==> src/hw/trace_pkg.sv <==
// Commit trace package: sizes, counter width, privilege and trace mode types, bit count helper
`default_nettype none

package trace_pkg;

  // ----------------------------------------------------------
  // Sizes
  // ----------------------------------------------------------
  localparam int unsigned NR_COMMIT_PORTS = 2;
  localparam int unsigned VLEN            = 39;
  localparam int unsigned PORT_IDX_WIDTH  = (NR_COMMIT_PORTS > 1) ? $clog2(NR_COMMIT_PORTS) : 1;
  localparam int unsigned PC_QUEUE_DEPTH  = 16;
  localparam int unsigned QUEUE_PTR_WIDTH = $clog2(PC_QUEUE_DEPTH);
  localparam int unsigned QUEUE_CNT_WIDTH = $clog2(PC_QUEUE_DEPTH + 1);
  localparam int unsigned CNT_WIDTH       = 32;

  // ----------------------------------------------------------
  // Types
  // ----------------------------------------------------------
  // Privilege level as the core encodes it, 2'b10 is reserved
  typedef enum logic [1:0] {
    PRIV_LVL_U = 2'b00,
    PRIV_LVL_S = 2'b01,
    PRIV_LVL_M = 2'b11
  } priv_lvl_t;

  // Tag carried with every traced PC
  typedef enum logic [1:0] {
    MODE_U = 2'b00,
    MODE_S = 2'b01,
    MODE_M = 2'b10,
    MODE_D = 2'b11
  } trace_mode_t;

  // Number of set bits across the commit ports, sized for the counters
  function automatic logic [CNT_WIDTH-1:0] count_ones(input logic [NR_COMMIT_PORTS-1:0] vec);
    logic [CNT_WIDTH-1:0] sum;
    sum = '0;
    for (int i = 0; i < NR_COMMIT_PORTS; i++) begin
      sum = sum + CNT_WIDTH'(vec[i]);
    end
    return sum;
  endfunction

endpackage

`default_nettype wire

==> src/hw/commit_filter.sv <==
// Commit filter: registers the commit ports, keeps clean retirements, tags mode, counts exceptions
`timescale 1ns/10ps
`default_nettype none

module commit_filter (
  input  logic                                                       clk_i,
  input  logic                                                       rst_ni,
  // Commit ports
  input  logic [trace_pkg::NR_COMMIT_PORTS-1:0]                      commit_ack_i,
  input  logic [trace_pkg::NR_COMMIT_PORTS-1:0][trace_pkg::VLEN-1:0] commit_pc_i,
  input  logic [trace_pkg::NR_COMMIT_PORTS-1:0]                      commit_ex_valid_i,
  // Current mode
  input  trace_pkg::priv_lvl_t                                       priv_lvl_i,
  input  logic                                                       debug_mode_i,
  // Towards the PC queues
  output logic [trace_pkg::NR_COMMIT_PORTS-1:0]                      push_o,
  output logic [trace_pkg::NR_COMMIT_PORTS-1:0][trace_pkg::VLEN-1:0] push_pc_o,
  output trace_pkg::trace_mode_t [trace_pkg::NR_COMMIT_PORTS-1:0]    push_mode_o,
  output logic [trace_pkg::CNT_WIDTH-1:0]                            exc_count_o
);

  logic [trace_pkg::NR_COMMIT_PORTS-1:0]                      push_q;
  logic [trace_pkg::NR_COMMIT_PORTS-1:0][trace_pkg::VLEN-1:0] pc_q;
  trace_pkg::trace_mode_t                                     mode_d;
  trace_pkg::trace_mode_t                                     mode_q;
  logic [trace_pkg::CNT_WIDTH-1:0]                            exc_count_q;

  // ----------------------------------------------------------
  // Mode tag
  // ----------------------------------------------------------
  // Debug mode overrides the privilege level
  always_comb begin
    if (debug_mode_i) begin
      mode_d = trace_pkg::MODE_D;
    end else begin
      case (priv_lvl_i)
        trace_pkg::PRIV_LVL_U: mode_d = trace_pkg::MODE_U;
        trace_pkg::PRIV_LVL_S: mode_d = trace_pkg::MODE_S;
        // Reserved encoding reported as machine
        default:               mode_d = trace_pkg::MODE_M;
      endcase
    end
  end

  // ----------------------------------------------------------
  // Registers
  // ----------------------------------------------------------
  always_ff @(posedge clk_i or negedge rst_ni) begin
    if (!rst_ni) begin
      push_q      <= '0;
      exc_count_q <= '0;
    end else begin
      push_q      <= commit_ack_i & ~commit_ex_valid_i;
      exc_count_q <= exc_count_q + trace_pkg::count_ones(commit_ack_i & commit_ex_valid_i);
    end
  end

  // PC and mode only matter while the matching push is high
  always_ff @(posedge clk_i) begin
    pc_q   <= commit_pc_i;
    mode_q <= mode_d;
  end

  assign push_o      = push_q;
  assign push_pc_o   = pc_q;
  assign exc_count_o = exc_count_q;

  // All ports retire under the same mode
  always_comb begin
    for (int i = 0; i < trace_pkg::NR_COMMIT_PORTS; i++) begin
      push_mode_o[i] = mode_q;
    end
  end

endmodule

`default_nettype wire

==> src/hw/commit_trace.sv <==
// Commit trace top level: commit filter, per-port PC queues and round-robin trace drain
`timescale 1ns/10ps
`default_nettype none

module commit_trace (
  input  logic                                                       clk_i,
  input  logic                                                       rst_ni,
  // Commit ports from the core
  input  logic [trace_pkg::NR_COMMIT_PORTS-1:0]                      commit_ack_i,
  input  logic [trace_pkg::NR_COMMIT_PORTS-1:0][trace_pkg::VLEN-1:0] commit_pc_i,
  input  logic [trace_pkg::NR_COMMIT_PORTS-1:0]                      commit_ex_valid_i,
  input  trace_pkg::priv_lvl_t                                       priv_lvl_i,
  input  logic                                                       debug_mode_i,
  // Trace stream
  output logic                                                       trace_valid_o,
  output logic [trace_pkg::VLEN-1:0]                                 trace_pc_o,
  output trace_pkg::trace_mode_t                                     trace_mode_o,
  output logic [trace_pkg::PORT_IDX_WIDTH-1:0]                       trace_port_o,
  // Statistics
  output logic [trace_pkg::CNT_WIDTH-1:0]                            exc_count_o,
  output logic [trace_pkg::CNT_WIDTH-1:0]                            drop_count_o
);

  // Filter to queues
  logic [trace_pkg::NR_COMMIT_PORTS-1:0]                      push;
  logic [trace_pkg::NR_COMMIT_PORTS-1:0][trace_pkg::VLEN-1:0] push_pc;
  trace_pkg::trace_mode_t [trace_pkg::NR_COMMIT_PORTS-1:0]    push_mode;
  // Queues to drain
  logic [trace_pkg::NR_COMMIT_PORTS-1:0]                      q_empty;
  logic [trace_pkg::NR_COMMIT_PORTS-1:0][trace_pkg::VLEN-1:0] q_head_pc;
  trace_pkg::trace_mode_t [trace_pkg::NR_COMMIT_PORTS-1:0]    q_head_mode;
  logic [trace_pkg::NR_COMMIT_PORTS-1:0]                      q_overflow;
  logic [trace_pkg::NR_COMMIT_PORTS-1:0]                      q_pop;

  // ----------------------------------------------------------
  // Commit filter
  // ----------------------------------------------------------
  commit_filter i_commit_filter (
    .clk_i             ( clk_i             ),
    .rst_ni            ( rst_ni            ),
    .commit_ack_i      ( commit_ack_i      ),
    .commit_pc_i       ( commit_pc_i       ),
    .commit_ex_valid_i ( commit_ex_valid_i ),
    .priv_lvl_i        ( priv_lvl_i        ),
    .debug_mode_i      ( debug_mode_i      ),
    .push_o            ( push              ),
    .push_pc_o         ( push_pc           ),
    .push_mode_o       ( push_mode         ),
    .exc_count_o       ( exc_count_o       )
  );

  // ----------------------------------------------------------
  // One queue per commit port
  // ----------------------------------------------------------
  for (genvar i = 0; i < trace_pkg::NR_COMMIT_PORTS; i++) begin : gen_pc_queue
    pc_queue i_pc_queue (
      .clk_i       ( clk_i          ),
      .rst_ni      ( rst_ni         ),
      .push_i      ( push[i]        ),
      .push_pc_i   ( push_pc[i]     ),
      .push_mode_i ( push_mode[i]   ),
      .pop_i       ( q_pop[i]       ),
      .empty_o     ( q_empty[i]     ),
      .head_pc_o   ( q_head_pc[i]   ),
      .head_mode_o ( q_head_mode[i] ),
      .overflow_o  ( q_overflow[i]  )
    );
  end

  // ----------------------------------------------------------
  // Drain into the trace stream
  // ----------------------------------------------------------
  trace_drain i_trace_drain (
    .clk_i         ( clk_i         ),
    .rst_ni        ( rst_ni        ),
    .empty_i       ( q_empty       ),
    .head_pc_i     ( q_head_pc     ),
    .head_mode_i   ( q_head_mode   ),
    .overflow_i    ( q_overflow    ),
    .pop_o         ( q_pop         ),
    .trace_valid_o ( trace_valid_o ),
    .trace_pc_o    ( trace_pc_o    ),
    .trace_mode_o  ( trace_mode_o  ),
    .trace_port_o  ( trace_port_o  ),
    .drop_count_o  ( drop_count_o  )
  );

endmodule

`default_nettype wire

==> src/hw/pc_queue.sv <==
// PC queue: circular buffer of tagged PCs for one commit port with overflow strobe
`timescale 1ns/10ps
`default_nettype none

module pc_queue (
  input  logic                       clk_i,
  input  logic                       rst_ni,
  // Write side
  input  logic                       push_i,
  input  logic [trace_pkg::VLEN-1:0] push_pc_i,
  input  trace_pkg::trace_mode_t     push_mode_i,
  // Read side
  input  logic                       pop_i,
  output logic                       empty_o,
  output logic [trace_pkg::VLEN-1:0] head_pc_o,
  output trace_pkg::trace_mode_t     head_mode_o,
  // Push lost because the queue was full
  output logic                       overflow_o
);

  logic [trace_pkg::VLEN-1:0]            pc_mem [trace_pkg::PC_QUEUE_DEPTH];
  trace_pkg::trace_mode_t                mode_mem [trace_pkg::PC_QUEUE_DEPTH];
  logic [trace_pkg::QUEUE_PTR_WIDTH-1:0] wr_ptr_q;
  logic [trace_pkg::QUEUE_PTR_WIDTH-1:0] rd_ptr_q;
  logic [trace_pkg::QUEUE_CNT_WIDTH-1:0] count_q;
  logic                                  full;
  logic                                  empty;
  logic                                  do_push;
  logic                                  do_pop;

  assign full    = (count_q == trace_pkg::QUEUE_CNT_WIDTH'(trace_pkg::PC_QUEUE_DEPTH));
  assign empty   = (count_q == '0);
  // A pop in the same cycle does not make room for a push on a full queue
  assign do_push = push_i & ~full;
  assign do_pop  = pop_i & ~empty;

  // ----------------------------------------------------------
  // Pointers and occupancy
  // ----------------------------------------------------------
  always_ff @(posedge clk_i or negedge rst_ni) begin
    if (!rst_ni) begin
      wr_ptr_q <= '0;
      rd_ptr_q <= '0;
      count_q  <= '0;
    end else begin
      if (do_push) begin
        if (wr_ptr_q == trace_pkg::QUEUE_PTR_WIDTH'(trace_pkg::PC_QUEUE_DEPTH - 1)) begin
          wr_ptr_q <= '0;
        end else begin
          wr_ptr_q <= wr_ptr_q + 1'b1;
        end
      end
      if (do_pop) begin
        if (rd_ptr_q == trace_pkg::QUEUE_PTR_WIDTH'(trace_pkg::PC_QUEUE_DEPTH - 1)) begin
          rd_ptr_q <= '0;
        end else begin
          rd_ptr_q <= rd_ptr_q + 1'b1;
        end
      end
      if (do_push && !do_pop) begin
        count_q <= count_q + 1'b1;
      end else if (do_pop && !do_push) begin
        count_q <= count_q - 1'b1;
      end
    end
  end

  // Storage
  always_ff @(posedge clk_i) begin
    if (do_push) begin
      pc_mem[wr_ptr_q]   <= push_pc_i;
      mode_mem[wr_ptr_q] <= push_mode_i;
    end
  end

  assign empty_o     = empty;
  assign head_pc_o   = pc_mem[rd_ptr_q];
  assign head_mode_o = mode_mem[rd_ptr_q];
  assign overflow_o  = push_i & full;

endmodule

`default_nettype wire

==> src/hw/trace_drain.sv <==
// Trace drain: round-robin pop of the PC queues into the registered trace output, drop counter
`timescale 1ns/10ps
`default_nettype none

module trace_drain (
  input  logic                                                       clk_i,
  input  logic                                                       rst_ni,
  // Queue heads
  input  logic [trace_pkg::NR_COMMIT_PORTS-1:0]                      empty_i,
  input  logic [trace_pkg::NR_COMMIT_PORTS-1:0][trace_pkg::VLEN-1:0] head_pc_i,
  input  trace_pkg::trace_mode_t [trace_pkg::NR_COMMIT_PORTS-1:0]    head_mode_i,
  input  logic [trace_pkg::NR_COMMIT_PORTS-1:0]                      overflow_i,
  output logic [trace_pkg::NR_COMMIT_PORTS-1:0]                      pop_o,
  // Trace stream
  output logic                                                       trace_valid_o,
  output logic [trace_pkg::VLEN-1:0]                                 trace_pc_o,
  output trace_pkg::trace_mode_t                                     trace_mode_o,
  output logic [trace_pkg::PORT_IDX_WIDTH-1:0]                       trace_port_o,
  output logic [trace_pkg::CNT_WIDTH-1:0]                            drop_count_o
);

  logic [trace_pkg::PORT_IDX_WIDTH-1:0] last_gnt_q;
  logic [trace_pkg::PORT_IDX_WIDTH-1:0] gnt_idx;
  logic                                 gnt_valid;
  logic                                 valid_q;
  logic [trace_pkg::VLEN-1:0]           pc_q;
  trace_pkg::trace_mode_t               mode_q;
  logic [trace_pkg::PORT_IDX_WIDTH-1:0] port_q;
  logic [trace_pkg::CNT_WIDTH-1:0]      drop_count_q;

  // ----------------------------------------------------------
  // Round-robin arbiter
  // ----------------------------------------------------------
  // Search starts at the port after the last grant
  always_comb begin
    int unsigned cand;
    gnt_valid = 1'b0;
    gnt_idx   = '0;
    for (int unsigned k = 1; k <= trace_pkg::NR_COMMIT_PORTS; k++) begin
      cand = (int'(last_gnt_q) + k) % trace_pkg::NR_COMMIT_PORTS;
      if (!gnt_valid && !empty_i[cand]) begin
        gnt_valid = 1'b1;
        gnt_idx   = trace_pkg::PORT_IDX_WIDTH'(cand);
      end
    end
  end

  // One-hot pop, never more than one queue per cycle
  always_comb begin
    for (int i = 0; i < trace_pkg::NR_COMMIT_PORTS; i++) begin
      pop_o[i] = gnt_valid && (gnt_idx == trace_pkg::PORT_IDX_WIDTH'(i));
    end
  end

  // ----------------------------------------------------------
  // Control state
  // ----------------------------------------------------------
  always_ff @(posedge clk_i or negedge rst_ni) begin
    if (!rst_ni) begin
      // Last grant on the top port so that port 0 wins first
      last_gnt_q   <= trace_pkg::PORT_IDX_WIDTH'(trace_pkg::NR_COMMIT_PORTS - 1);
      valid_q      <= 1'b0;
      drop_count_q <= '0;
    end else begin
      valid_q      <= gnt_valid;
      drop_count_q <= drop_count_q + trace_pkg::count_ones(overflow_i);
      if (gnt_valid) begin
        last_gnt_q <= gnt_idx;
      end
    end
  end

  // Trace payload, qualified by trace_valid_o
  always_ff @(posedge clk_i) begin
    if (gnt_valid) begin
      pc_q   <= head_pc_i[gnt_idx];
      mode_q <= head_mode_i[gnt_idx];
      port_q <= gnt_idx;
    end
  end

  assign trace_valid_o = valid_q;
  assign trace_pc_o    = pc_q;
  assign trace_mode_o  = mode_q;
  assign trace_port_o  = port_q;
  assign drop_count_o  = drop_count_q;

endmodule

`default_nettype wire

==> config.mk <==
export PLATFORM = sky130hd
export DESIGN_NAME = commit_trace
export DESIGN_NICKNAME = d
export VERILOG_FILES = /design/src/hw/trace_pkg.sv /design/src/hw/commit_filter.sv /design/src/hw/commit_trace.sv /design/src/hw/pc_queue.sv /design/src/hw/trace_drain.sv
export SDC_FILE = /design/constraint.sdc
export NUM_CORES = 2
export LEC_CHECK = 0
export CAP_MARGIN = 40
export CORE_ASPECT_RATIO = 1.25
export CORE_MARGIN = 2
export CORE_UTILIZATION = 44
export CTS_BUF_LIST = sky130_fd_sc_hd__clkbuf_16
export CTS_CLUSTER_SIZE = 12
export DETAILED_ROUTE_END_ITERATION = 10
export DONT_BUFFER_PORTS = 1
export HOLD_SLACK_MARGIN = 0.05
export SLEW_MARGIN = 20
export SYNTH_ARGS = -nofsm -noshare
export SYNTH_HDL_FRONTEND = slang
export SYNTH_SLANG_ARGS = --single-unit
export TNS_END_PERCENT = 1
==> constraint.sdc <==
create_clock -name clk_i -period 4.4 [get_ports clk_i]
set_input_delay 1.1 -clock clk_i [delete_from_list [all_inputs] [get_ports clk_i]]
set_output_delay 1.1 -clock clk_i [all_outputs]
set_load 0.02 [all_outputs]
==> summary.md <==
| Metric | Value |
|---|---|
| Main synth FF type | `edfxtp_1` |
| Cell Area, Placed | `59700 um^2` |
| Initial Util | `0.444` |
| CP endpoint kind | `flop` |
| DR vias | `27900` |
| Avg Cell Area, Syn | `19.7 um^2` |
| Post-synth EDFFs | `1354` |
| RePlAce Congestion | `0.766` |
| WP data required | `5.04 ns` |
| Die height | `407 um` |
| Dpl ws | `0.626 ns` |
| PD cells | `616 nW/um^2` |
| Worst slew pin tran | `0.920 ns` |
| Setup TNS | `0 ns` |
| Initial DRC count | `2268` |
| Final count of negative-setup-slack endpoints | `0` |
| Flop2flop setup slack | `0.94 ns` |
| Final clock skew | `0.0306 ns` |
| Max Fanout on Critical Path | `4` |
| Clock sinks | `1528` |
| Max-slew violations | `0` |
| Multi-input logic area | `11900 um^2` |
| Top area cells in the synthesized netlist | `edfxtp_1 (71%), mux4_2 (6.5%), mux2i_1 (5.8%), dfrtp_1 (4.1%), dfxtp_1 (2.8%)` |
| Die W | `326 um` |
| Startpoint Class | `flop` |
| FF-to-FF path depth | `10` |
| Max Clk Rate | `0.289 GHz` |
| Tcrit/Tclk final | `0.787` |
| Die area | `133000 um^2` |
| Count leader, synth | `edfxtp_1` |
| Yosys top cell area share | `0.713` |
| #FFs+latches synth | `1528` |
| Post-Syn Nets | `3013` |
| First-pass GRT wire length | `198000 um` |
| Combinational power share | `0.237` |
| Sw Ratio | `0.310` |
| Crit Path Category | `flop to flop` |
| Tmin final | `3.46 ns` |
| Vias in the first global route | `28900` |
| I/O Buffers | `0` |
| Placed cells | `4544` |
| Worst Setup Slack, final | `0.939 ns` |
| Cell Area, Synth | `57100 um^2` |
| Root buffer cell | `clkbuf_16` |
| CTS buffer count | `155` |
| Class of the worst hold path | `primary input to async pin` |
| Largest net degree at the start of global routing | `94` |
| Seq/Total Area, Yosys | `0.782` |
| Share of layout cells above drive strength 1 | `0.158` |
| YS warnings | `0` |
| Pint | `27.4 mW` |
| Peak supply drop | `0.000444 V` |
| Max-slew headroom | `0.383` |
| Overall Power | `39.6 mW` |
| Clk buf depth | `3` |
| Post-synth top area cell | `edfxtp_1` |
| Final WL | `136000 um` |
| FF/Latch Area | `44600 um^2` |
| Htree depth | `4` |
| Reg2reg end | `i_trace_drain.drop_count_o[18]` |
| Post-DR wirelength/cell | `28.2 um` |
| Design area | `64300 um^2` |
| Sequential group share of total power | `0.464` |
| Final ANT Viol Nets | `0` |
| # DRC | `0` |
| CTS resizes | `0` |
| Max cap viols | `0` |
| TritonCTS clock tree | `done` |
| Final hold vios | `0` |
| Post-synth ARST share | `0.0615` |
| Detailed placer's ending HPWL | `76900 um` |
| Grt ovf | `0` |
| CP cell instances | `nor4_2 > and3_1 > ha_1 > ha_1 > inv_1 > fa_1 > nor3b_1 > nor3b_1 > nand4_1 > xnor2_1` |
| Clock slew at reported path FFs | `0.06 ns` |
| Gate Count Post-Synth | `2898` |
| Most common library cells after synthesis | `edfxtp_1 (1354), mux2i_1 (330), mux4_2 (164), o22ai_1 (164), dfrtp_1 (93)` |
| RSZ-0062 raised after global routing | `false` |
| Synth cell types | `53` |
| Worst path slowest cell | `nor3b_1` |
| Cell Count, Final, Fillers Out | `4831` |
| Outcome | `finished clean` |
| Leakage power | `21.6 nW` |
| Core Area | `129000 um^2` |
| Crit-path max cell delay | `0.51 ns` |
| RR Startpoint | `gen_pc_queue[0].i_pc_queue.count_q[0]` |
| Nets@finish | `3108` |
| Switch Pwr | `12.3 mW` |
| Worst-Skew Late Latency | `0.78 ns` |
| Initial antenna violation count | `26` |
| Syn-to-layout area delta | `12.7%` |
| I/O pin total | `194` |
| Crit path DAT | `4.10 ns` |
| GRT Resource Usage Total | `0.206` |
| Drt first pass iters | `7` |
| Via density | `5.78` |
| Core Rows | `147` |
| Fillers | `10200` |
| Clock power share | `0.298` |
cell type report:
type	instances	area share
antenna	5	0.000195
inverter	21	0.00123
clock inverter	119	0.00891
tap	1713	0.0333
timing repair buffer	88	0.0149
clock buffer	158	0.0615
multi-input combinational	1199	0.186
sequential	1528	0.694
layer usage:
| metal | GRT usage | wire length, um | up-vias |
|---|---|---|---|
| li1 | - | - | 12000 |
| met1 | 0.266 | 55300 | 14800 |
| met2 | 0.350 | 68800 | 871 |
| met3 | 0.0410 | 8290 | 249 |
| met4 | 0.0689 | 3810 | 16 |
| met5 | 0 | 109 | - |
layout by cell type (no fill, tap or decap), types with 65 or more instances in the layout:
cell type | Yosys | layout
a211oi_1 | 82 | 82
a21oi_1 | 87 | 87
buf_4 | 14 | 65
clkbuf_16 | 0 | 158
dfrtp_1 | 93 | 87
dfxtp_1 | 80 | 80
edfxtp_1 | 1354 | 1354
inv_1 | 20 | 103
mux2i_1 | 330 | 330
mux4_2 | 164 | 164
o22ai_1 | 164 | 164
registers in the layout, indices dropped and copies added (netlist names), 8 cells and up:
| signal | cells |
|---|---|
| gen_pc_queue.i_pc_queue.count_q | 10 |
| i_trace_drain.drop_count_o | 32 |
| i_trace_drain.trace_pc_o | 39 |
| gen_pc_queue.i_pc_queue.mode_mem | 64 |
| gen_pc_queue.i_pc_queue.rd_ptr_q | 8 |
| i_commit_filter.exc_count_o | 32 |
| gen_pc_queue.i_pc_queue.pc_mem | 1248 |
| i_commit_filter.push_pc_o | 78 |
| gen_pc_queue.i_pc_queue.wr_ptr_q | 8 |
how the worst max path moves through the flow:
stage | from | to | slack, ns | cells after the start
5_1_grt | gen_pc_queue[0].i_pc_queue.count_q[0] | i_trace_drain.drop_count_o[18] | 0.69 | 10
3_5_place_dp | commit_ex_valid_i[1] | i_commit_filter.exc_count_o[26] | 0.63 | 10
2_1_floorplan | gen_pc_queue[0].i_pc_queue.count_q[0] | gen_pc_queue[0].i_pc_queue.mode_mem[1][0] | -0.04 | 5
6_report | gen_pc_queue[0].i_pc_queue.count_q[0] | i_trace_drain.drop_count_o[18] | 0.94 | 10
3_3_place_gp | commit_ex_valid_i[1] | i_commit_filter.exc_count_o[26] | 0.69 | 10
4_1_cts | gen_pc_queue[0].i_pc_queue.count_q[0] | i_trace_drain.drop_count_o[18] | 0.91 | 10
critical path, delay by kind of cell (launching register included):
kind / cells / cell delay (ns)
simple gates: 5 / 1.90
xor+xnor: 1 / 0.17
fa+ha+maj: 3 / 0.76
buf+inv: 1 / 0.06
flops: 1 / 0.44
cell families (layout without fill, tap and decap cells):
logic type	Yosys count	in the layout	synth area share
and+or+nand+nor	194	194	0.0179
DFF	1528	1528	0.782
other	0	5	0
xor gates and xnor gates	73	73	0.0112
buffers and inverters	171	386	0.0135
muxes	496	496	0.123
adders and majority gates	28	28	0.00667
AOI/OAI and AO/OA	408	408	0.0457
per-stage QoR:
step           hold slack, ns   util
3_5_place_dp            0.498  0.464
4_1_cts                0.0869  0.499
5_1_grt                 0.110  0.500
3_3_place_gp            0.479  0.464
2_1_floorplan           0.463      -
6_report                0.161  0.500
power by group through the flow:
stage / clock network [mW] / logic, mW / registers, mW
after detailed placement: 0 / 9.41 / 18.7
after global routing: 12.6 / 10.0 / 18.5
after floorplan: 0 / 6.58 / 17.9
final: 11.8 / 9.41 / 18.4
after CTS: 12.1 / 9.46 / 18.4
after global placement: 0 / 9.19 / 18.6
repair_timing:
action	in CTS	in global routing
endpoints found under the hold margin	93	0
buffers inserted	0	0
hold buffers	1	0
Note: power is estimated with default switching activity, not from simulation.
